### src/design/idct_defines.svh
`ifndef IDCT_DEFINES_SVH
`define IDCT_DEFINES_SVH

// block geometry
`define IDCT_N              8
`define IDCT_ENTRIES        64

// datapath widths and scaling
`define COEFF_W             16
`define ACC_W               32
`define PROD_SHIFT          8       // applied to every product before the add
`define PIXEL_SHIFT         16      // final sum to 8-bit pixel

// SRAM layout, in words
`define COEFF_ROW_STRIDE    320
`define PIXEL_ROW_STRIDE    160
`define SRAM_READ_LATENCY   2

`endif

### src/design/idct_pkg.sv
`default_nettype none

`include "idct_defines.svh"

package idct_pkg;

    typedef logic signed [`COEFF_W-1:0]        coeff_t;
    typedef logic signed [`ACC_W-1:0]          acc_t;
    typedef logic signed [15:0]                cos_t;
    typedef logic [$clog2(`IDCT_ENTRIES)-1:0] entry_idx_t;   // {row, col}

    // C[k][j] of the 8-point DCT basis, scaled by 4096
    function automatic cos_t cos_coeff(input logic [2:0] k, input logic [2:0] j);
        logic [6:0] phase;
        logic [4:0] m;
        logic       neg;
        cos_t       mag;
        phase = {3'b000, j, 1'b1} * {4'b0000, k};  // (2j+1)k in units of pi/16
        m     = phase[4:0];                        // period is 32
        if (m > 5'd16)
            m = 5'd0 - m;                          // cos is even
        neg = (m > 5'd8);
        if (neg)
            m = 5'd16 - m;                         // second quadrant flips sign
        case (m[3:0])
            4'd0:    mag = 16'sd2048;
            4'd1:    mag = 16'sd2009;
            4'd2:    mag = 16'sd1892;
            4'd3:    mag = 16'sd1703;
            4'd4:    mag = 16'sd1448;
            4'd5:    mag = 16'sd1138;
            4'd6:    mag = 16'sd784;
            4'd7:    mag = 16'sd400;
            default: mag = 16'sd0;
        endcase
        if (k == 3'd0)
            return 16'sd1448;                      // DC row, 4096/sqrt(8)
        return neg ? -mag : mag;
    endfunction

endpackage

`default_nettype wire

### src/design/buffer_if.sv
`default_nettype none

interface buffer_if import idct_pkg::*; #(
    parameter type payload_t = coeff_t
);

    logic       wr_en;
    entry_idx_t wr_addr;
    payload_t   wr_data;
    entry_idx_t rd_addr;
    payload_t   rd_data;    // one cycle after rd_addr

    modport writer (
        output wr_en,
        output wr_addr,
        output wr_data
    );

    modport reader (
        output rd_addr,
        input  rd_data
    );

    modport ram (
        input  wr_en,
        input  wr_addr,
        input  wr_data,
        input  rd_addr,
        output rd_data
    );

endinterface

`default_nettype wire

### src/design/block_buffer.sv
`default_nettype none

`include "idct_defines.svh"

module block_buffer #(
    parameter type payload_t = logic [`COEFF_W-1:0]
) (
    input logic   CLOCK,
    buffer_if.ram bus
);

    payload_t mem [`IDCT_ENTRIES];

    // one write port and one read port, the read is registered
    always_ff @(posedge CLOCK) begin
        if (bus.wr_en)
            mem[bus.wr_addr] <= bus.wr_data;
        bus.rd_data <= mem[bus.rd_addr];    // old data on a same-entry collision
    end

endmodule

`default_nettype wire

### src/flat_wrapper.sv
// flat-port wrapper written by rule: the top's interface ports become plain ports
module block_buffer_flat 
#(
    parameter type payload_t = logic [`COEFF_W-1:0]
)
  (CLOCK, bus_wr_en, bus_wr_addr, bus_wr_data, bus_rd_addr, bus_rd_data);
  buffer_if #(.payload_t(payload_t)) bus_i ();
  input logic CLOCK;
  input wire logic [$bits(bus_i.wr_en)-1:0] bus_wr_en;
  input wire logic [$bits(bus_i.wr_addr)-1:0] bus_wr_addr;
  input wire logic [$bits(bus_i.wr_data)-1:0] bus_wr_data;
  input wire logic [$bits(bus_i.rd_addr)-1:0] bus_rd_addr;
  output wire logic [$bits(bus_i.rd_data)-1:0] bus_rd_data;
  assign bus_i.wr_en = bus_wr_en;
  assign bus_i.wr_addr = bus_wr_addr;
  assign bus_i.wr_data = bus_wr_data;
  assign bus_i.rd_addr = bus_rd_addr;
  assign bus_rd_data = bus_i.rd_data;
  block_buffer #(.payload_t(payload_t)) u_core (.CLOCK(CLOCK), .bus(bus_i));
endmodule
### config.mk
export PLATFORM = sky130hd
export DESIGN_NAME = block_buffer_flat
export DESIGN_NICKNAME = d
export VERILOG_FILES = /design/src/design/idct_pkg.sv /design/src/design/buffer_if.sv /design/src/design/block_buffer.sv /design/src/flat_wrapper.sv
export VERILOG_INCLUDE_DIRS = /design/src /design/src/design
export SDC_FILE = /design/constraint.sdc
export NUM_CORES = 1
export LEC_CHECK = 0
export BUFFER_PORTS_ARGS = -buffer_cell sky130_fd_sc_hd__buf_2
export CAP_MARGIN = 30
export CORE_MARGIN = 4
export CORE_UTILIZATION = 50
export CTS_CLUSTER_SIZE = 30
export DETAILED_ROUTE_END_ITERATION = 8
export PLACE_DENSITY_LB_ADDON = 0.08
export RECOVER_POWER = 100
export SLEW_MARGIN = 25
export SYNTH_ARGS = -nofsm -noshare
export SYNTH_HDL_FRONTEND = slang
export SYNTH_SLANG_ARGS = --single-unit
### constraint.sdc
create_clock -name CLOCK -period 3.4 [get_ports CLOCK]
set_input_delay 0.68 -clock CLOCK [delete_from_list [all_inputs] [get_ports CLOCK]]
set_output_delay 0.68 -clock CLOCK [all_outputs]
set_load 0.03 [all_outputs]
==> flow_metrics.env <==
export IMPL_status="finished, violations left"
export IMPL_violations="max-capacitance violations, max-slew violations"
export IMPL_tritoncts="done"
export IMPL_setup_tns_final_ns=0
export IMPL_core_area_sq_um=78900
export IMPL_grt_antenna_before_repair=11
export IMPL_clk_latency_ns=0.65
export IMPL_ys_ff_latch=1040
export IMPL_slew_headroom=-0.833
export IMPL_dp_cells=2975
export IMPL_drt_first_pass_iters=5
export IMPL_fp_dieArea_sq_um=84000
export IMPL_rsz0062_at_grt="false"
export IMPL_worstPathMaxFanout=32
export IMPL_seq_area_frac_synth=0.782
export IMPL_totalPowerFinal_w=0.0266
export IMPL_hold_buffers=0
export IMPL_die_width_um=290
export IMPL_syn2layout_area_growth_pct=13.1
export IMPL_clk_path_buf_depth=3
export IMPL_grt_pass1_vias=19600
export IMPL_viasPerCell=6.12
export IMPL_gr_usage_all_layers=0.240
export IMPL_avgSynthCellArea_sq_um=22.0
export IMPL_initial_utilization=0.503
export IMPL_yosysWarnings=0
export IMPL_drt_iter0_markers=2256
export IMPL_std_cell_rows=103
export IMPL_ys_flop_type="edfxtp_1"
export IMPL_min_period_over_period=0.844
export IMPL_post_cts_buffers=0
export IMPL_worstSetupPathType="in2reg"
export IMPL_synthAdderAreaFrac=0
export IMPL_cp_slowest_stage_delay_ns=0.95
export IMPL_final_common_cell="edfxtp_1"
export IMPL_io_buffers=45
export IMPL_numCtsBuffers=105
export IMPL_critPathCaptureType="register"
export IMPL_root_buffer="clkbuf_16"
export IMPL_synth_cell_type_count=40
export IMPL_vias=19400
export IMPL_layout_cells_non_filler=3173
export IMPL_synth_async_reset_ratio=0
export IMPL_yosys_area_share_simple=0.0241
export IMPL_worstHoldPathType="in2reg"
export IMPL_synth_compound_area_frac=0.0301
export IMPL_start_kind="input port"
export IMPL_final_hold_viol_count=0
export IMPL_synthMuxAreaShare=0.147
export IMPL_fmax_ghz=0.349
export IMPL_drt_total_wl_um=101000
export IMPL_slew_violations=509
export IMPL_route_antenna_remaining_nets=0
export IMPL_syn_num_nets=1837
export IMPL_grt_start_max_net_pins=65
export IMPL_clk_pin_slew_worst_paths_ns=0.06
export IMPL_synthXorXnorAreaFrac=0
export IMPL_dpl_instance_area_sq_um=42200
export IMPL_synth_top_family_by_area="multiplexers"
export IMPL_synth_cells=1807
export IMPL_crit_chain="buf_8, clkbuf_2, nand4_1, buf_4, o22ai_1, nor2_1, and4b_1"
export IMPL_h_tree_depth=3
export IMPL_drive_above_1_share=0.204
export IMPL_drc_errors=0
export IMPL_finalCriticalPeriod_ns=2.87
export IMPL_required_ns=3.94
export IMPL_final_cell_mix="edfxtp_1 (1,024), mux4_2 (194), clkbuf_1 (155), clkbuf_16 (109), mux2i_1 (88)"
export IMPL_grt_pass1_wl_um=144000
export IMPL_dieHeight_um=290
export IMPL_worst_pin_slew_ns=2.75
export IMPL_skew_ns=0.0248
export IMPL_syn_area_sq_um=39700
export IMPL_slowest_stage="clkbuf_2"
export IMPL_setup_viol=0
export IMPL_path_buf_inv=3
export IMPL_nets=2062
export IMPL_ctsResizeCount=0
export IMPL_p_leak_nw=14.1
export IMPL_power_density_nw_per_um2=592
export IMPL_drv_cap=11
export IMPL_cp_top_family="buffers and inverters"
export IMPL_finalWeightedCongestion=0.861
export IMPL_crit_arrival_ns=3.41
export IMPL_cts_num_sinks=1040
export IMPL_dp_hpwl_um=64200
export IMPL_io_pins=46
export IMPL_peakVddDrop_v=0.000393
export IMPL_synth_edf_count=1024
export IMPL_gr_total_overflow=0
export IMPL_wire_per_inst_um=31.9
export IMPL_final_area_sq_um=44900
## cell families (layout without fill, tap and decap cells)
kind of cell,after synthesis,in the layout
simple gates,190,190
flops,1040,1040
other cells,0,4
buf+inv,100,412
mux,304,304
compound gates,173,173
## final timing paths
check	from	endpoint	slack, ns	cells after the start
setup reg to reg	u_core.mem[3][11]$_DFFE_PP_	u_core.bus.rd_data[11]$_DFF_P_	1.12	6
hold reg to reg	u_core.mem[39][12]$_DFFE_PP_	u_core.bus.rd_data[12]$_DFF_P_	0.83	3
setup / recovery	bus_rd_addr[0]	u_core.bus.rd_data[11]$_DFF_P_	0.53	7
hold / removal	bus_wr_data[5]	u_core.mem[19][5]$_DFFE_PP_	0.38	1
## synth_stat cells, types with 19 or more instances
cell type,instances,area share
buf_2,26,0.0033
a211oi_1,37,0.0070
nor2_1,76,0.0072
edfxtp_1,1024,0.77
mux2i_1,88,0.022
mux4_2,194,0.11
a22oi_1,24,0.0045
clkbuf_1,35,0.0033
buf_6,19,0.0054
o22ai_1,74,0.012
a21oi_1,19,0.0024
mux4_1,22,0.015
nand2_1,28,0.0026
## flip-flops by register name (all words and copies together), names as in the netlist
name	count
u_core.mem	1024
u_core.bus.rd_data	16
## power breakdown
group / switching (W) / internal (W) / total, W
combinational: 0.000887 / 0.000448 / 0.00133
sequential: 0.0000662 / 0.0142 / 0.0143
clock: 0.00466 / 0.00634 / 0.0110
## final cells by class
class | count | area (sq um)
diodes | 4 | 10.0
clock buffers | 132 | 2840
well taps | 1050 | 1310
repair buffers | 217 | 1240
clock inverters | 62 | 438
flip-flops and latches | 1040 | 31100
inverters | 1 | 3.75
fillers | 6024 | 34000
multi-input cells | 667 | 8000
## through the flow
stage               setup WS, ns  utilization  hold WS, ns
floorplan                  0.654            -        0.750
global placement           0.239        0.534        0.821
detailed placement         0.221        0.535        0.829
CTS                        0.936        0.577        0.278
global route               0.461        0.569        0.359
finish                     0.531        0.570        0.381
## worst reg2reg max path: cells and delay by family (launching register included)
family	cells	cell delay, ns
multiplexers	2	0.76
AND/OR/NAND/NOR	2	0.71
flip-flops	1	0.38
buffers and inverters	1	0.21
AO/OA/AOI/OAI	1	0.12
## layer usage
layer / part of all wire / track usage
met1: 0.42 / 0.349
met2: 0.48 / 0.373
met3: 0.078 / 0.0515
met4: 0.026 / 0.0698
met5: 0.00034 / 0
Note: power is estimated with default switching activity, not from simulation.
