--- src/design/idct_defines.svh ---
`ifndef IDCT_DEFINES_SVH
`define IDCT_DEFINES_SVH

// block geometry
`define IDCT_N              8
`define IDCT_ENTRIES        64

// datapath widths and scaling
`define COEFF_W             16
`define ACC_W               32
`define PROD_SHIFT          8       // applied to every product before the add
`define PIXEL_SHIFT         16      // final sum to 8-bit pixel

// SRAM layout, in words
`define COEFF_ROW_STRIDE    320
`define PIXEL_ROW_STRIDE    160
`define SRAM_READ_LATENCY   2

`endif

--- src/design/idct_pkg.sv ---
`default_nettype none

`include "idct_defines.svh"

package idct_pkg;

    typedef logic signed [`COEFF_W-1:0]        coeff_t;
    typedef logic signed [`ACC_W-1:0]          acc_t;
    typedef logic signed [15:0]                cos_t;
    typedef logic [$clog2(`IDCT_ENTRIES)-1:0] entry_idx_t;   // {row, col}

    // C[k][j] of the 8-point DCT basis, scaled by 4096
    function automatic cos_t cos_coeff(input logic [2:0] k, input logic [2:0] j);
        logic [6:0] phase;
        logic [4:0] m;
        logic       neg;
        cos_t       mag;
        phase = {3'b000, j, 1'b1} * {4'b0000, k};  // (2j+1)k in units of pi/16
        m     = phase[4:0];                        // period is 32
        if (m > 5'd16)
            m = 5'd0 - m;                          // cos is even
        neg = (m > 5'd8);
        if (neg)
            m = 5'd16 - m;                         // second quadrant flips sign
        case (m[3:0])
            4'd0:    mag = 16'sd2048;
            4'd1:    mag = 16'sd2009;
            4'd2:    mag = 16'sd1892;
            4'd3:    mag = 16'sd1703;
            4'd4:    mag = 16'sd1448;
            4'd5:    mag = 16'sd1138;
            4'd6:    mag = 16'sd784;
            4'd7:    mag = 16'sd400;
            default: mag = 16'sd0;
        endcase
        if (k == 3'd0)
            return 16'sd1448;                      // DC row, 4096/sqrt(8)
        return neg ? -mag : mag;
    endfunction

endpackage

`default_nettype wire

--- src/design/buffer_if.sv ---
`default_nettype none

interface buffer_if import idct_pkg::*; #(
    parameter type payload_t = coeff_t
);

    logic       wr_en;
    entry_idx_t wr_addr;
    payload_t   wr_data;
    entry_idx_t rd_addr;
    payload_t   rd_data;    // one cycle after rd_addr

    modport writer (
        output wr_en,
        output wr_addr,
        output wr_data
    );

    modport reader (
        output rd_addr,
        input  rd_data
    );

    modport ram (
        input  wr_en,
        input  wr_addr,
        input  wr_data,
        input  rd_addr,
        output rd_data
    );

endinterface

`default_nettype wire

--- src/design/matrix_pass.sv ---
`default_nettype none

`include "idct_defines.svh"

module matrix_pass import idct_pkg::*; #(
    parameter type in_t        = coeff_t,
    parameter type out_t       = acc_t,
    parameter bit  left_cosine = 1'b0     // 0: In*C, 1: Ct*In
) (
    input  logic     CLOCK,
    input  logic     Resetn,
    input  logic     start,
    buffer_if.reader src,
    buffer_if.writer dst,
    output logic     pass_done
);

    localparam int STAGES = 4;  // address, operand, product, accumulate

    logic              running;
    logic [8:0]        step;                // {i, j, k}
    logic [STAGES:1]   vld;
    logic [8:0]        step_q [1:STAGES];   // step that travels with each stage
    in_t               op_data;
    cos_t              op_cos;
    acc_t              prod;
    acc_t              term;
    acc_t              acc;

    // In*C needs In[i][k], Ct*In needs In[k][j]
    assign src.rd_addr = left_cosine ? {step[2:0], step[5:3]} : {step[8:6], step[2:0]};

    assign term = prod >>> `PROD_SHIFT;

    // element is complete after its eighth term
    assign dst.wr_en   = vld[STAGES] && (step_q[STAGES][2:0] == 3'd7);
    assign dst.wr_addr = step_q[STAGES][8:3];
    assign dst.wr_data = out_t'(acc);

    always_ff @(posedge CLOCK or negedge Resetn) begin
        if (!Resetn) begin
            running   <= 1'b0;
            vld       <= '0;
            pass_done <= 1'b0;
        end else begin
            if (start)
                running <= 1'b1;
            else if (running && &step)
                running <= 1'b0;    // 512 terms issued
            vld       <= {vld[STAGES-1:1], running};
            pass_done <= vld[STAGES] && &step_q[STAGES];
        end
    end

    always_ff @(posedge CLOCK) begin
        if (start)
            step <= '0;
        else if (running)
            step <= step + 1'b1;

        step_q[1] <= step;
        for (int s = 2; s <= STAGES; s++)
            step_q[s] <= step_q[s-1];

        // operand stage, basis value picked for this term
        op_data <= src.rd_data;
        op_cos  <= cos_coeff(step_q[1][2:0], left_cosine ? step_q[1][8:6] : step_q[1][5:3]);

        prod <= acc_t'(op_data) * acc_t'(op_cos);

        if (vld[3]) begin
            if (step_q[3][2:0] == 3'd0)
                acc <= term;        // new element starts here
            else
                acc <= acc + term;
        end
    end

endmodule

`default_nettype wire

--- src/flat_wrapper.sv ---
// flat-port wrapper written by rule: the top's interface ports become plain ports
module matrix_pass_flat import idct_pkg::*;
#(
    parameter type in_t        = coeff_t,
    parameter type out_t       = acc_t,
    parameter bit  left_cosine = 1'b0                         
)
  (CLOCK, Resetn, start, pass_done, src_rd_addr, src_rd_data, dst_wr_en, dst_wr_addr, dst_wr_data);
  buffer_if src_i ();
  buffer_if dst_i ();
  input  logic CLOCK;
  input  logic Resetn;
  input  logic start;
  output logic pass_done;
  output wire logic [$bits(src_i.rd_addr)-1:0] src_rd_addr;
  input wire logic [$bits(src_i.rd_data)-1:0] src_rd_data;
  output wire logic [$bits(dst_i.wr_en)-1:0] dst_wr_en;
  output wire logic [$bits(dst_i.wr_addr)-1:0] dst_wr_addr;
  output wire logic [$bits(dst_i.wr_data)-1:0] dst_wr_data;
  assign src_rd_addr = src_i.rd_addr;
  assign src_i.rd_data = src_rd_data;
  assign dst_wr_en = dst_i.wr_en;
  assign dst_wr_addr = dst_i.wr_addr;
  assign dst_wr_data = dst_i.wr_data;
  matrix_pass #(.in_t(in_t), .out_t(out_t), .left_cosine(left_cosine)) u_core (.CLOCK(CLOCK), .Resetn(Resetn), .start(start), .src(src_i), .dst(dst_i), .pass_done(pass_done));
endmodule
--- config.mk ---
export PLATFORM = sky130hd
export DESIGN_NAME = matrix_pass_flat
export DESIGN_NICKNAME = d
export VERILOG_FILES = /design/src/design/idct_pkg.sv /design/src/design/buffer_if.sv /design/src/design/matrix_pass.sv /design/src/flat_wrapper.sv
export VERILOG_INCLUDE_DIRS = /design/src /design/src/design
export SDC_FILE = /design/constraint.sdc
export NUM_CORES = 1
export LEC_CHECK = 0
export BUFFER_PORTS_ARGS = -buffer_cell sky130_fd_sc_hd__buf_2
export CAP_MARGIN = 20
export CORE_ASPECT_RATIO = 1.75
export CORE_MARGIN = 2
export CORE_UTILIZATION = 35
export DETAILED_ROUTE_END_ITERATION = 8
export SLEW_MARGIN = 20
export SYNTH_ARGS = -nofsm -noshare
export SYNTH_HDL_FRONTEND = slang
export SYNTH_SLANG_ARGS = --single-unit
--- constraint.sdc ---
create_clock -name CLOCK -period 9.17 [get_ports CLOCK]
set_clock_uncertainty 0.15 [all_clocks]
set_input_delay 1.834 -clock CLOCK [delete_from_list [all_inputs] [get_ports CLOCK]]
set_output_delay 1.834 -clock CLOCK [all_outputs]
set_load 0.1 [all_outputs]
==> reports/qor.yml <==
drt:
  first_iter_violations: 286
  postRouteAntennaNets: 0
  dr.pass1.iters: 4
  avgRoutedWirePerCell_um: 15.6
  avgViaCountPerCell: 4.69
  wl_um: 27600
  route.vias.total: 8326
  drcViolationCount: 0
placement:
  io_buffers: 48
  dp_slack_ns: 2.19
  gp_congestion: 0.886
  dp_hpwl_um: 22900
die:
  die_y_um: 250
  num_rows: 90
  die_width_um: 145
  start_util: 0.353
  dieArea_mm2: 0.0362
  coreArea_mm2: 0.0343
  io_pins: 49
synth:
  synth-compound-area-share: 0.0591
  synthTopCellsByCount: "268 x inv_1, 190 x fa_1, 167 x nand2_1"
  yosysTopAreaCell: "fa_1"
  post-synth-top-count-cell: "inv_1"
  postSynthCellCount: 1293
  synthArstFlopShare: 0.0522
  synthMuxAreaShare: 0.00939
  synthSimpleGateAreaFrac: 0.155
  syn_nets: 1597
  syn_avg_cell_area_um2: 9.38
  ys_warn_count: 0
  synth_edf_count: 16
  synth-xor-area-share: 0.0534
  synth_top_family_by_area: "adder cells"
  yosys-top-cells-area: "fa_1 31%, dfxtp_1 15%, ha_1 9.8%"
  yosysSeqAreaShare: 0.205
  ys.flop_type: "dfxtp_1"
  synth_cell_type_count: 66
  yosys.area_share.adder: 0.412
  ys_ff_latch: 115
  synth_area_mm2: 0.0121
  synth_top_area_frac: 0.314
sta:
  rsz0062_at_grt: "no"
  max_freq_mhz: 144
  hold_viol: 0
  tightest_slew_ns: 0.914
  setup_tns_ns: 0
  fin_ws_ns: 2.22
  maxSlewHeadroom: 0.390
  slew_viol_final: 0
  post-route-period-util: 0.758
  setup_violations: 0
  fin_crit_ns: 6.95
clock_tree:
  clk_path_buf_depth: 2
  cts_tree: "yes"
  cts_inserted_buffers: 17
  cts_hold_buf: 0
  cts_resized: 0
  path_clk_slew_ns: 0.06
  post_cts_buffers: 0
  clk_root_buffer_cell: "clkbuf_16"
  cts.sinks: 115
  worstSkewPairLatency_ns: 0.43
  htree_levels: 4
final_layout:
  diodes: 0
  fin_nets: 1606
  area_growth_pct: 9.65
  drive_above_1_share: 0.0783
global_route:
  antenna_found_initial: 0
  overflow: 0
  grt_pass1_vias: 9196
  grt_pass1_wl_um: 45800
  grt_max_degree: 32
  grt_use_total: 0.165
setup_path:
  critical_path_class: "register to register"
  worst-r2r-cell-count: 21
  r2r_start: "u_core.op_cos[5]"
  critPathLaunchType: "register"
  required_ns: 9.38
  r2r-end: "u_core.prod[23]"
  rrSetupSlack_ns: 2.22
  critPathArrivalTime_ns: 7.16
  crit_fanout: 16
  cp-end-kind: "register"
run_status:
  status: "finished, final reports clean"
min_path:
  hold_depth: 0
  min_path_type: "register to register"
  hp-start: "u_core.step_q[0][15]"
  hold_path_end: "u_core.step_q[0][24]"
run:
  max_cap_viol_count: 0
cell type report:
type	instances	area (um^2)
timing repair buffer	49	248
clock buffer	17	425
tap	460	576
inverter	269	1010
sequential	115	2490
clock inverter	15	184
fill	3405	21000
multi-input combinational	850	8360
through the flow:
step                 util  instances  instance area, um^2  hold slack [ns]
floorplan               -       1293                12100            0.160
global placement    0.369       1743                12700            0.161
detailed placement  0.369       1743                12700            0.162
CTS                 0.387       1775                13300            0.174
global route        0.387       1775                13300            0.182
finish              0.387       1775                13300            0.174
registers in the layout (all words and copies together) (netlist names):
register / flops
u_core.op_data: 16
u_core.vld: 4
u_core.running: 1
u_core.pass_done: 1
u_core.step: 9
u_core.op_cos: 16
u_core.step_q: 36
u_core.acc: 16
u_core.prod: 16
routing by layer:
metal,up-vias,part of all wire,track usage
li1,3958,-,-
met1,4136,0.35,0.161
met2,154,0.58,0.327
met3,78,0.026,0.0201
met4,0,0.046,0.0852
met5,-,0,0
kinds of logic (layout without fill, tap and decap cells):
logic type	Yosys count	after routing
AO/OA/AOI/OAI	103	103
XOR/XNOR	68	68
adder cells (fa/ha/maj)	285	285
buffers and inverters	328	350
flip-flops	115	115
multiplexers	11	11
AND/OR/NAND/NOR	383	383
critical path: stages (launching register included):
cell and delay (ns):
dfxtp_1 0.73, and2_1 0.25, fa_1 0.42, inv_1 0.09
fa_1 0.42, fa_1 0.53, inv_1 0.05, fa_1 0.47
fa_1 0.54, inv_1 0.05, fa_1 0.53, inv_1 0.04
ha_1 0.33, and3_1 0.21, a221o_1 0.37, a21oi_1 0.13
o21ai_0 0.21, a221oi_1 0.62, o21ai_1 0.20, a21o_1 0.23
a21oi_1 0.17, xnor2_1 0.13
how the worst max path moves through the flow:
stage / cells after the start / to / slack (ns) / start
floorplan: 24 / u_core.prod[23] / 2.86 / u_core.op_cos[8]
global placement: 21 / u_core.prod[23] / 2.30 / u_core.op_cos[6]
detailed placement: 21 / u_core.prod[23] / 2.19 / u_core.op_cos[5]
CTS: 21 / u_core.prod[23] / 2.17 / u_core.op_cos[5]
global route: 20 / u_core.prod[23] / 1.77 / u_core.op_data[10]
finish: 21 / u_core.prod[23] / 2.22 / u_core.op_cos[5]
cells in the final DEF, fill, tap and decap left out, drive strengths merged, types with 4 or more instances in the layout:
master,n
inv,279
fa,190
nand2,168
and2,98
ha,95
dfxtp,93
buf,49
nor2,44
xnor2,41
o21ai,30
xor2,25
a21oi,20
clkbuf,17
edfxtp,16
nor3,13
nand3,11
a21o,10
or3,9
mux2i,8
nand2b,7
nand4,6
nor2b,6
a211oi,6
dfrtp,6
a31oi,5
o31ai,5
nor3b,4
and4,4
Power is not shown: default switching activity piles up to over one toggle a cycle in this logic, so the estimate is an artifact.
