<file path="src/design/idct_defines.svh">
`ifndef IDCT_DEFINES_SVH
`define IDCT_DEFINES_SVH

// block geometry
`define IDCT_N              8
`define IDCT_ENTRIES        64

// datapath widths and scaling
`define COEFF_W             16
`define ACC_W               32
`define PROD_SHIFT          8       // applied to every product before the add
`define PIXEL_SHIFT         16      // final sum to 8-bit pixel

// SRAM layout, in words
`define COEFF_ROW_STRIDE    320
`define PIXEL_ROW_STRIDE    160
`define SRAM_READ_LATENCY   2

`endif

</file>
<file path="src/design/idct_pkg.sv">
`default_nettype none

`include "idct_defines.svh"

package idct_pkg;

    typedef logic signed [`COEFF_W-1:0]        coeff_t;
    typedef logic signed [`ACC_W-1:0]          acc_t;
    typedef logic signed [15:0]                cos_t;
    typedef logic [$clog2(`IDCT_ENTRIES)-1:0] entry_idx_t;   // {row, col}

    // C[k][j] of the 8-point DCT basis, scaled by 4096
    function automatic cos_t cos_coeff(input logic [2:0] k, input logic [2:0] j);
        logic [6:0] phase;
        logic [4:0] m;
        logic       neg;
        cos_t       mag;
        phase = {3'b000, j, 1'b1} * {4'b0000, k};  // (2j+1)k in units of pi/16
        m     = phase[4:0];                        // period is 32
        if (m > 5'd16)
            m = 5'd0 - m;                          // cos is even
        neg = (m > 5'd8);
        if (neg)
            m = 5'd16 - m;                         // second quadrant flips sign
        case (m[3:0])
            4'd0:    mag = 16'sd2048;
            4'd1:    mag = 16'sd2009;
            4'd2:    mag = 16'sd1892;
            4'd3:    mag = 16'sd1703;
            4'd4:    mag = 16'sd1448;
            4'd5:    mag = 16'sd1138;
            4'd6:    mag = 16'sd784;
            4'd7:    mag = 16'sd400;
            default: mag = 16'sd0;
        endcase
        if (k == 3'd0)
            return 16'sd1448;                      // DC row, 4096/sqrt(8)
        return neg ? -mag : mag;
    endfunction

endpackage

`default_nettype wire

</file>
<file path="src/design/sram_pkg.sv">
`default_nettype none

package sram_pkg;

    typedef logic [17:0] sram_addr_t;
    typedef logic [15:0] sram_word_t;

    // two clipped pixels share one SRAM word
    typedef struct packed {
        logic [7:0] even;   // even column, high byte
        logic [7:0] odd;
    } pixel_pair_t;

endpackage

`default_nettype wire

</file>
<file path="src/design/buffer_if.sv">
`default_nettype none

interface buffer_if import idct_pkg::*; #(
    parameter type payload_t = coeff_t
);

    logic       wr_en;
    entry_idx_t wr_addr;
    payload_t   wr_data;
    entry_idx_t rd_addr;
    payload_t   rd_data;    // one cycle after rd_addr

    modport writer (
        output wr_en,
        output wr_addr,
        output wr_data
    );

    modport reader (
        output rd_addr,
        input  rd_data
    );

    modport ram (
        input  wr_en,
        input  wr_addr,
        input  wr_data,
        input  rd_addr,
        output rd_data
    );

endinterface

`default_nettype wire

</file>
<file path="src/design/block_io.sv">
`default_nettype none

`include "idct_defines.svh"

module block_io import sram_pkg::*, idct_pkg::*; (
    input  logic        CLOCK,
    input  logic        Resetn,
    input  logic        start,
    input  sram_addr_t  coeff_base,
    input  sram_addr_t  pixel_base,
    output sram_addr_t  sram_address,
    output sram_word_t  sram_write_data,
    input  sram_word_t  sram_read_data,
    output logic        sram_we_n,
    buffer_if.writer    coef_wr,
    buffer_if.reader    pix_rd,
    input  logic        store_start,
    output logic        load_done,
    output logic        busy,
    output logic        done
);

    localparam int LAT = `SRAM_READ_LATENCY;

    logic        accept;
    sram_addr_t  row_base;          // column 0 of the coefficient row being read
    sram_addr_t  pix_base_q;
    logic        iss_vld;           // sram_address holds a load address
    entry_idx_t  iss_idx;
    logic        dly_vld [LAT];     // follows each load address until its data returns
    entry_idx_t  dly_idx [LAT];
    logic        st_rd_on;
    entry_idx_t  st_rd_idx;
    logic        st_dvld;           // pix_rd.rd_data is valid
    entry_idx_t  st_didx;
    logic [7:0]  even_px;
    pixel_pair_t pair;
    logic        last_wr;

    function automatic logic [7:0] clip_pixel(input acc_t v);
        acc_t s;
        s = v >>> `PIXEL_SHIFT;
        if (v < 0)
            return 8'd0;
        if (s > 255)
            return 8'd255;
        return s[7:0];
    endfunction

    assign accept = start && !busy;     // start while busy is dropped

    assign coef_wr.wr_en   = dly_vld[LAT-1];
    assign coef_wr.wr_addr = dly_idx[LAT-1];
    assign coef_wr.wr_data = coeff_t'(sram_read_data);
    assign pix_rd.rd_addr  = st_rd_idx;

    always_comb begin
        pair.even = even_px;
        pair.odd  = clip_pixel(pix_rd.rd_data);
    end

    always_ff @(posedge CLOCK or negedge Resetn) begin
        if (!Resetn) begin
            busy      <= 1'b0;
            done      <= 1'b0;
            load_done <= 1'b0;
            iss_vld   <= 1'b0;
            for (int s = 0; s < LAT; s++)
                dly_vld[s] <= 1'b0;
            st_rd_on  <= 1'b0;
            st_dvld   <= 1'b0;
            sram_we_n <= 1'b1;
            last_wr   <= 1'b0;
        end else begin
            if (accept)
                busy <= 1'b1;
            else if (last_wr)
                busy <= 1'b0;
            done <= last_wr;

            if (accept)
                iss_vld <= 1'b1;
            else if (iss_vld && &iss_idx)
                iss_vld <= 1'b0;
            dly_vld[0] <= iss_vld;
            for (int s = 1; s < LAT; s++)
                dly_vld[s] <= dly_vld[s-1];
            load_done <= dly_vld[LAT-1] && &dly_idx[LAT-1];   // 64th word lands now

            if (store_start)
                st_rd_on <= 1'b1;
            else if (st_rd_on && &st_rd_idx)
                st_rd_on <= 1'b0;
            st_dvld   <= st_rd_on;
            sram_we_n <= !(st_dvld && st_didx[0]);  // write on every odd entry
            last_wr   <= st_dvld && &st_didx;
        end
    end

    always_ff @(posedge CLOCK) begin
        if (accept) begin
            sram_address <= coeff_base;
            row_base     <= coeff_base;
            pix_base_q   <= pixel_base;
            iss_idx      <= '0;
        end else if (iss_vld && !(&iss_idx)) begin
            iss_idx <= iss_idx + 1'b1;
            if (&iss_idx[2:0]) begin    // end of a row, jump one stride down
                sram_address <= row_base + sram_addr_t'(`COEFF_ROW_STRIDE);
                row_base     <= row_base + sram_addr_t'(`COEFF_ROW_STRIDE);
            end else begin
                sram_address <= sram_address + 1'b1;
            end
        end else if (st_dvld && st_didx[0]) begin
            sram_address <= pix_base_q
                          + sram_addr_t'(st_didx[5:3]) * sram_addr_t'(`PIXEL_ROW_STRIDE)
                          + sram_addr_t'(st_didx[2:1]);
        end

        dly_idx[0] <= iss_idx;
        for (int s = 1; s < LAT; s++)
            dly_idx[s] <= dly_idx[s-1];

        if (store_start)
            st_rd_idx <= '0;
        else if (st_rd_on)
            st_rd_idx <= st_rd_idx + 1'b1;
        st_didx <= st_rd_idx;

        if (st_dvld && !st_didx[0])
            even_px <= clip_pixel(pix_rd.rd_data);    // hold until its partner arrives
        if (st_dvld && st_didx[0])
            sram_write_data <= pair;
    end

endmodule

`default_nettype wire

</file>
<file path="src/flat_wrapper.sv">
// flat-port wrapper written by rule: the top's interface ports become plain ports
module block_io_flat import sram_pkg::*, idct_pkg::*;
  (CLOCK, Resetn, start, coeff_base, pixel_base, sram_address, sram_write_data, sram_read_data, sram_we_n, store_start, load_done, busy, done, coef_wr_wr_en, coef_wr_wr_addr, coef_wr_wr_data, pix_rd_rd_addr, pix_rd_rd_data);
  buffer_if coef_wr_i ();
  buffer_if pix_rd_i ();
  input  logic CLOCK;
  input  logic Resetn;
  input  logic start;
  input  sram_addr_t coeff_base;
  input  sram_addr_t pixel_base;
  output sram_addr_t sram_address;
  output sram_word_t sram_write_data;
  input  sram_word_t sram_read_data;
  output logic sram_we_n;
  input  logic store_start;
  output logic load_done;
  output logic busy;
  output logic done;
  output wire logic [$bits(coef_wr_i.wr_en)-1:0] coef_wr_wr_en;
  output wire logic [$bits(coef_wr_i.wr_addr)-1:0] coef_wr_wr_addr;
  output wire logic [$bits(coef_wr_i.wr_data)-1:0] coef_wr_wr_data;
  output wire logic [$bits(pix_rd_i.rd_addr)-1:0] pix_rd_rd_addr;
  input wire logic [$bits(pix_rd_i.rd_data)-1:0] pix_rd_rd_data;
  assign coef_wr_wr_en = coef_wr_i.wr_en;
  assign coef_wr_wr_addr = coef_wr_i.wr_addr;
  assign coef_wr_wr_data = coef_wr_i.wr_data;
  assign pix_rd_rd_addr = pix_rd_i.rd_addr;
  assign pix_rd_i.rd_data = pix_rd_rd_data;
  block_io u_core (.CLOCK(CLOCK), .Resetn(Resetn), .start(start), .coeff_base(coeff_base), .pixel_base(pixel_base), .sram_address(sram_address), .sram_write_data(sram_write_data), .sram_read_data(sram_read_data), .sram_we_n(sram_we_n), .coef_wr(coef_wr_i), .pix_rd(pix_rd_i), .store_start(store_start), .load_done(load_done), .busy(busy), .done(done));
endmodule
</file>
<file path="config.mk">
export PLATFORM = sky130hd
export DESIGN_NAME = block_io_flat
export DESIGN_NICKNAME = d
export VERILOG_FILES = /design/src/design/idct_pkg.sv /design/src/design/sram_pkg.sv /design/src/design/buffer_if.sv /design/src/design/block_io.sv /design/src/flat_wrapper.sv
export VERILOG_INCLUDE_DIRS = /design/src /design/src/design
export SDC_FILE = /design/constraint.sdc
export NUM_CORES = 1
export LEC_CHECK = 0
export ABC_AREA = 1
export CAP_MARGIN = 20
export CORE_AREA = 4 4 137 139
export DETAILED_ROUTE_END_ITERATION = 10
export DIE_AREA = 0 0 141 143
export DONT_BUFFER_PORTS = 1
export GPL_ROUTABILITY_DRIVEN = 0
export REMOVE_ABC_BUFFERS = 1
export SLEW_MARGIN = 10
export SYNTH_ARGS = -nofsm -noshare
export SYNTH_HDL_FRONTEND = slang
export SYNTH_SLANG_ARGS = --single-unit
</file>
<file path="constraint.sdc">
create_clock -name CLOCK -period 2.7 [get_ports CLOCK]
set_input_delay 0.54 -clock CLOCK [delete_from_list [all_inputs] [get_ports CLOCK]]
set_output_delay 0.54 -clock CLOCK [all_outputs]
set_load 0.005 [all_outputs]
</file>
==> summary.md <==
| Metric | Value |
|---|---|
| WHS Endpoint | u_core.pix_base_q[1] |
| Drt wl/cell | 15.2 µm |
| Clock root cell | clkbuf_16 |
| Setup TNS | 0 ns |
| Fin crit period | 2.41 ns |
| Final wirelength | 12900 µm |
| Clock-pin slew on the worst setup and hold paths | 0.07 ns |
| Cell count after placement | 827 |
| Final period utilization | 0.894 |
| Startpoint class of the critical path | flop |
| First-pass GRT wire length | 20000 µm |
| Die area | 20200 µm² |
| Most used cell, CP | nand2_1 |
| CTS buffer count | 9 |
| Wire length on met2 | 5800 µm |
| Top Layer Used | met5 |
| Clk_lat worst skew | 0.36 ns |
| Total of max-cap violations | 0 |
| WHS Path Cells | 0 |
| Pwr dens | 518 nW/µm² |
| Worst Path Max Fanout | 5 |
| Layout cells sized above 1 | 0.0682 |
| Fin nets | 701 |
| Clk buf depth | 2 |
| Sw frac | 0.236 |
| Unique masters post-synth | 45 |
| Placed cell area | 5270 µm² |
| Clock skew | 0.00766 ns |
| CTS Sinks | 94 |
| Fin. max-slew vios | 0 |
| Die Wd | 141 µm |
| Reg-to-reg slack, setup | 0.29 ns |
| Hold crit path type | in2reg |
| CP max stage delay | 0.36 ns |
| Comb power frac | 0.029 |
| Hold buffer count at CTS | 1 |
| Top Family by Delay on Critical Path | adder cells |
| Post-synth EDFFs | 54 |
| Residual DRC | 0 |
| Met1 wire length | 5460 µm |
| Fmax | 0.414 GHz |
| DR vias/cell | 4.53 |
| Syn avg cell area | 8.34 µm² |
| Cells on worst reg2reg path | 15 |
| GRT Residual Overflow | 0 |
| CP Class | reg2reg |
| Worst-path cell chain | ha_1 > ha_1 > ha_1 > ha_1 > nand2_1 > inv_1 > nand2_1 > nor2_1 > nand2_1 > nand2_1 > nand2_1 > nand3_1 > nand2_1 > nand2_1 > nand2_1 |
| Pin count of the biggest net entering global routing | 37 |
| Initial drt markers | 174 |
| WP data arrival | 2.53 ns |
| Crit-path slowest cell | ha_1 |
| Post-DP HPWL | 10100 µm |
| WP buf/inv | 1 |
| Core Footprint | 17700 µm² |
| VDD IR max | 0.375 mV |
| Final Worst Setup Slack | 0.287 ns |
| CTS tree | yes |
| Post-synthesis async set-or-reset flop share | 0.106 |
| Switching pwr | 681 µW |
| # resized after CTS | 0 |
| PortBufs | 0 |
| Worst Setup End Kind | flop |
| Synth Flop Type | edfxtp_1 |
| Int Pwr | 2210 µW |
| Initial antenna violation count | 1 |
| Vias in the first global route | 3702 |
| Drt pass-1 iters | 4 |
| Initial core utilization | 0.295 |
| Vias | 3838 |
| Count of final setup violators | 0 |
| Met3 routed WL | 1350 µm |
| Leak pwr | 0.00254 µW |
| Seq cells post-synth | 94 |
| Required @ worst endpoint | 2.82 ns |
| Outcome | completed |
| Critical R2R Launch | u_core.st_didx[3] |
| Final Instance Area | 5570 µm² |
| R2R Path End | u_core.sram_address[16] |
| DP Worst Slack | 0.278 ns |
| # rows | 49 |
| Final Hold Viols | 0 |
| Power share of the clock group | 0.423 |
| Post-route ant nets | 0 |
| Register area share after synthesis | 0.474 |
| I/O pin cnt | 139 |
| Setup bufs post-CTS | 0 |
| P&R area growth vs syn | 6.86% |
| Ys Warns | 0 |
| Synthesized cell area | 5210 µm² |
| GRT Total Usage | 0.132 |
| HP Start | pixel_base[1] |
| Maximum level of the CTS H-tree | 3 |
| RSZ-0062 raised after global routing | no |
| Post-Synthesis Cells | 625 |
| Die Ht | 143 µm |
| Total power | 2890 µW |
| Reg power frac | 0.548 |
| Layout Cells excl Fill | 847 |
-- layer usage --
layer,vias up,track usage
met4,2,0.0515
met2,120,0.204
met5,-,0.0120
li1,1980,-
met3,20,0.0630
met1,1716,0.157
-- worst reg2reg max path, cell delays in order (launching register included) --
cell	delay (ns)
dfxtp_1	0.33
ha_1	0.20
ha_1	0.18
ha_1	0.27
ha_1	0.36
nand2_1	0.09
inv_1	0.10
nand2_1	0.06
nor2_1	0.10
nand2_1	0.07
nand2_1	0.06
nand2_1	0.04
nand3_1	0.13
nand2_1	0.07
nand2_1	0.05
nand2_1	0.04
-- worst max-delay path by stage --
stage                      start                      end  slack [ns]  cells past startpoint
5_1_grt        u_core.st_didx[3]  u_core.sram_address[16]        0.02                     15
6_report       u_core.st_didx[3]  u_core.sram_address[16]        0.29                     15
2_1_floorplan  u_core.iss_idx[0]      u_core.row_base[10]        0.13                      4
4_1_cts        u_core.st_didx[3]  u_core.sram_address[16]        0.26                     15
3_3_place_gp   u_core.st_didx[3]  u_core.sram_address[16]        0.29                     15
3_5_place_dp   u_core.st_didx[3]  u_core.sram_address[16]        0.28                     15
-- cell families (layout without fill, tap and decap cells) --
kind of cell,Yosys count,count (layout),share of synthesized area
buffers and inverters,114,90,0.114
adders and majority gates,18,18,0.0446
DFF,94,94,0.474
AOI/OAI and AO/OA,63,63,0.0708
xor gates and xnor gates,18,18,0.0302
other,1,18,0.000719
muxes,2,2,0.00384
and+or+nand+nor,315,315,0.261
-- cell type report --
cell class / count / area (µm²)
Antenna cell: 2 / 5.00
Clock buffer: 9 / 225
Clock inverter: 7 / 55.1
Fill cell: 1909 / 12100
Inverter: 66 / 248
Multi-Input combinational cell: 432 / 2200
Sequential cell: 94 / 2470
Tap cell: 229 / 287
Timing Repair Buffer: 8 / 77.6
-- synth_stat cells (3+ instances only) --
library cell	n	area [µm²]
buf_2	5	25.0
dfxtp_1	30	601
o21ai_0	23	115
nand2_1	177	664
xor2_1	16	140
and2_1	4	25.0
buf_4	39	293
nand4_1	9	56.3
nand3b_1	3	22.5
nor2_4	3	33.8
nand3_1	53	265
dfrtp_1	9	225
o211ai_1	4	30.0
o21ai_1	5	25.0
inv_1	62	233
a21oi_1	18	90.1
inv_2	4	15.0
nor2_1	52	195
ha_1	17	213
nor3_1	4	20.0
edfxtp_1	54	1620
-- power groups by stage --
stage               sequential, µW  combinational, µW  clock (µW)
finish                        1580               84.0        1220
detailed placement            1620               78.2           0
global route                  1590               98.5        1300
global placement              1620               76.7           0
CTS                           1580               83.3        1250
floorplan                     1600               63.0           0
-- cells in the final DEF (no fill, tap or decap), drive strengths merged --
master       instances
o21ai               29
a21boi               2
clkinv               3
clkbuf               9
diode                2
a211oi               1
a31oi                1
nand3               55
nor2                56
xnor2                2
a22o                 2
nand2              180
a21oi               18
conb                16
nand3b               3
inv                 70
dfrtp                9
o221ai               2
xor2                16
nor3                 5
o21bai               2
o21ba                1
dfstp                1
or2                  2
mux2i                2
a21o                 1
nand4                9
fa                   1
ha                  17
buf                  6
and2                 5
dlygate4sd3          2
edfxtp              54
dfxtp               30
o211ai               4
-- metrics by stage --
stage	hold WS [ns]	utilization
3_3_place_gp	0.245	0.298
4_1_cts	0.000899	0.315
5_1_grt	0.252	0.315
3_5_place_dp	0.245	0.298
2_1_floorplan	0.244	-
6_report	0.273	0.316
-- registers in the layout, summed over array words and instances, names as in the netlist --
signal / flops
u_core.pix_base_q: 18
u_core.row_base: 18
u_core.sram_address: 18
u_core.dly_idx: 12
u_core.iss_idx: 6
u_core.pix_rd.rd_addr: 6
u_core.st_didx: 6
u_core.busy: 1
u_core.coef_wr.wr_en: 1
u_core.dly_vld: 1
u_core.done: 1
u_core.iss_vld: 1
u_core.last_wr: 1
u_core.load_done: 1
u_core.sram_we_n: 1
u_core.st_dvld: 1
u_core.st_rd_on: 1
Power figures use the tool's default switching activity.
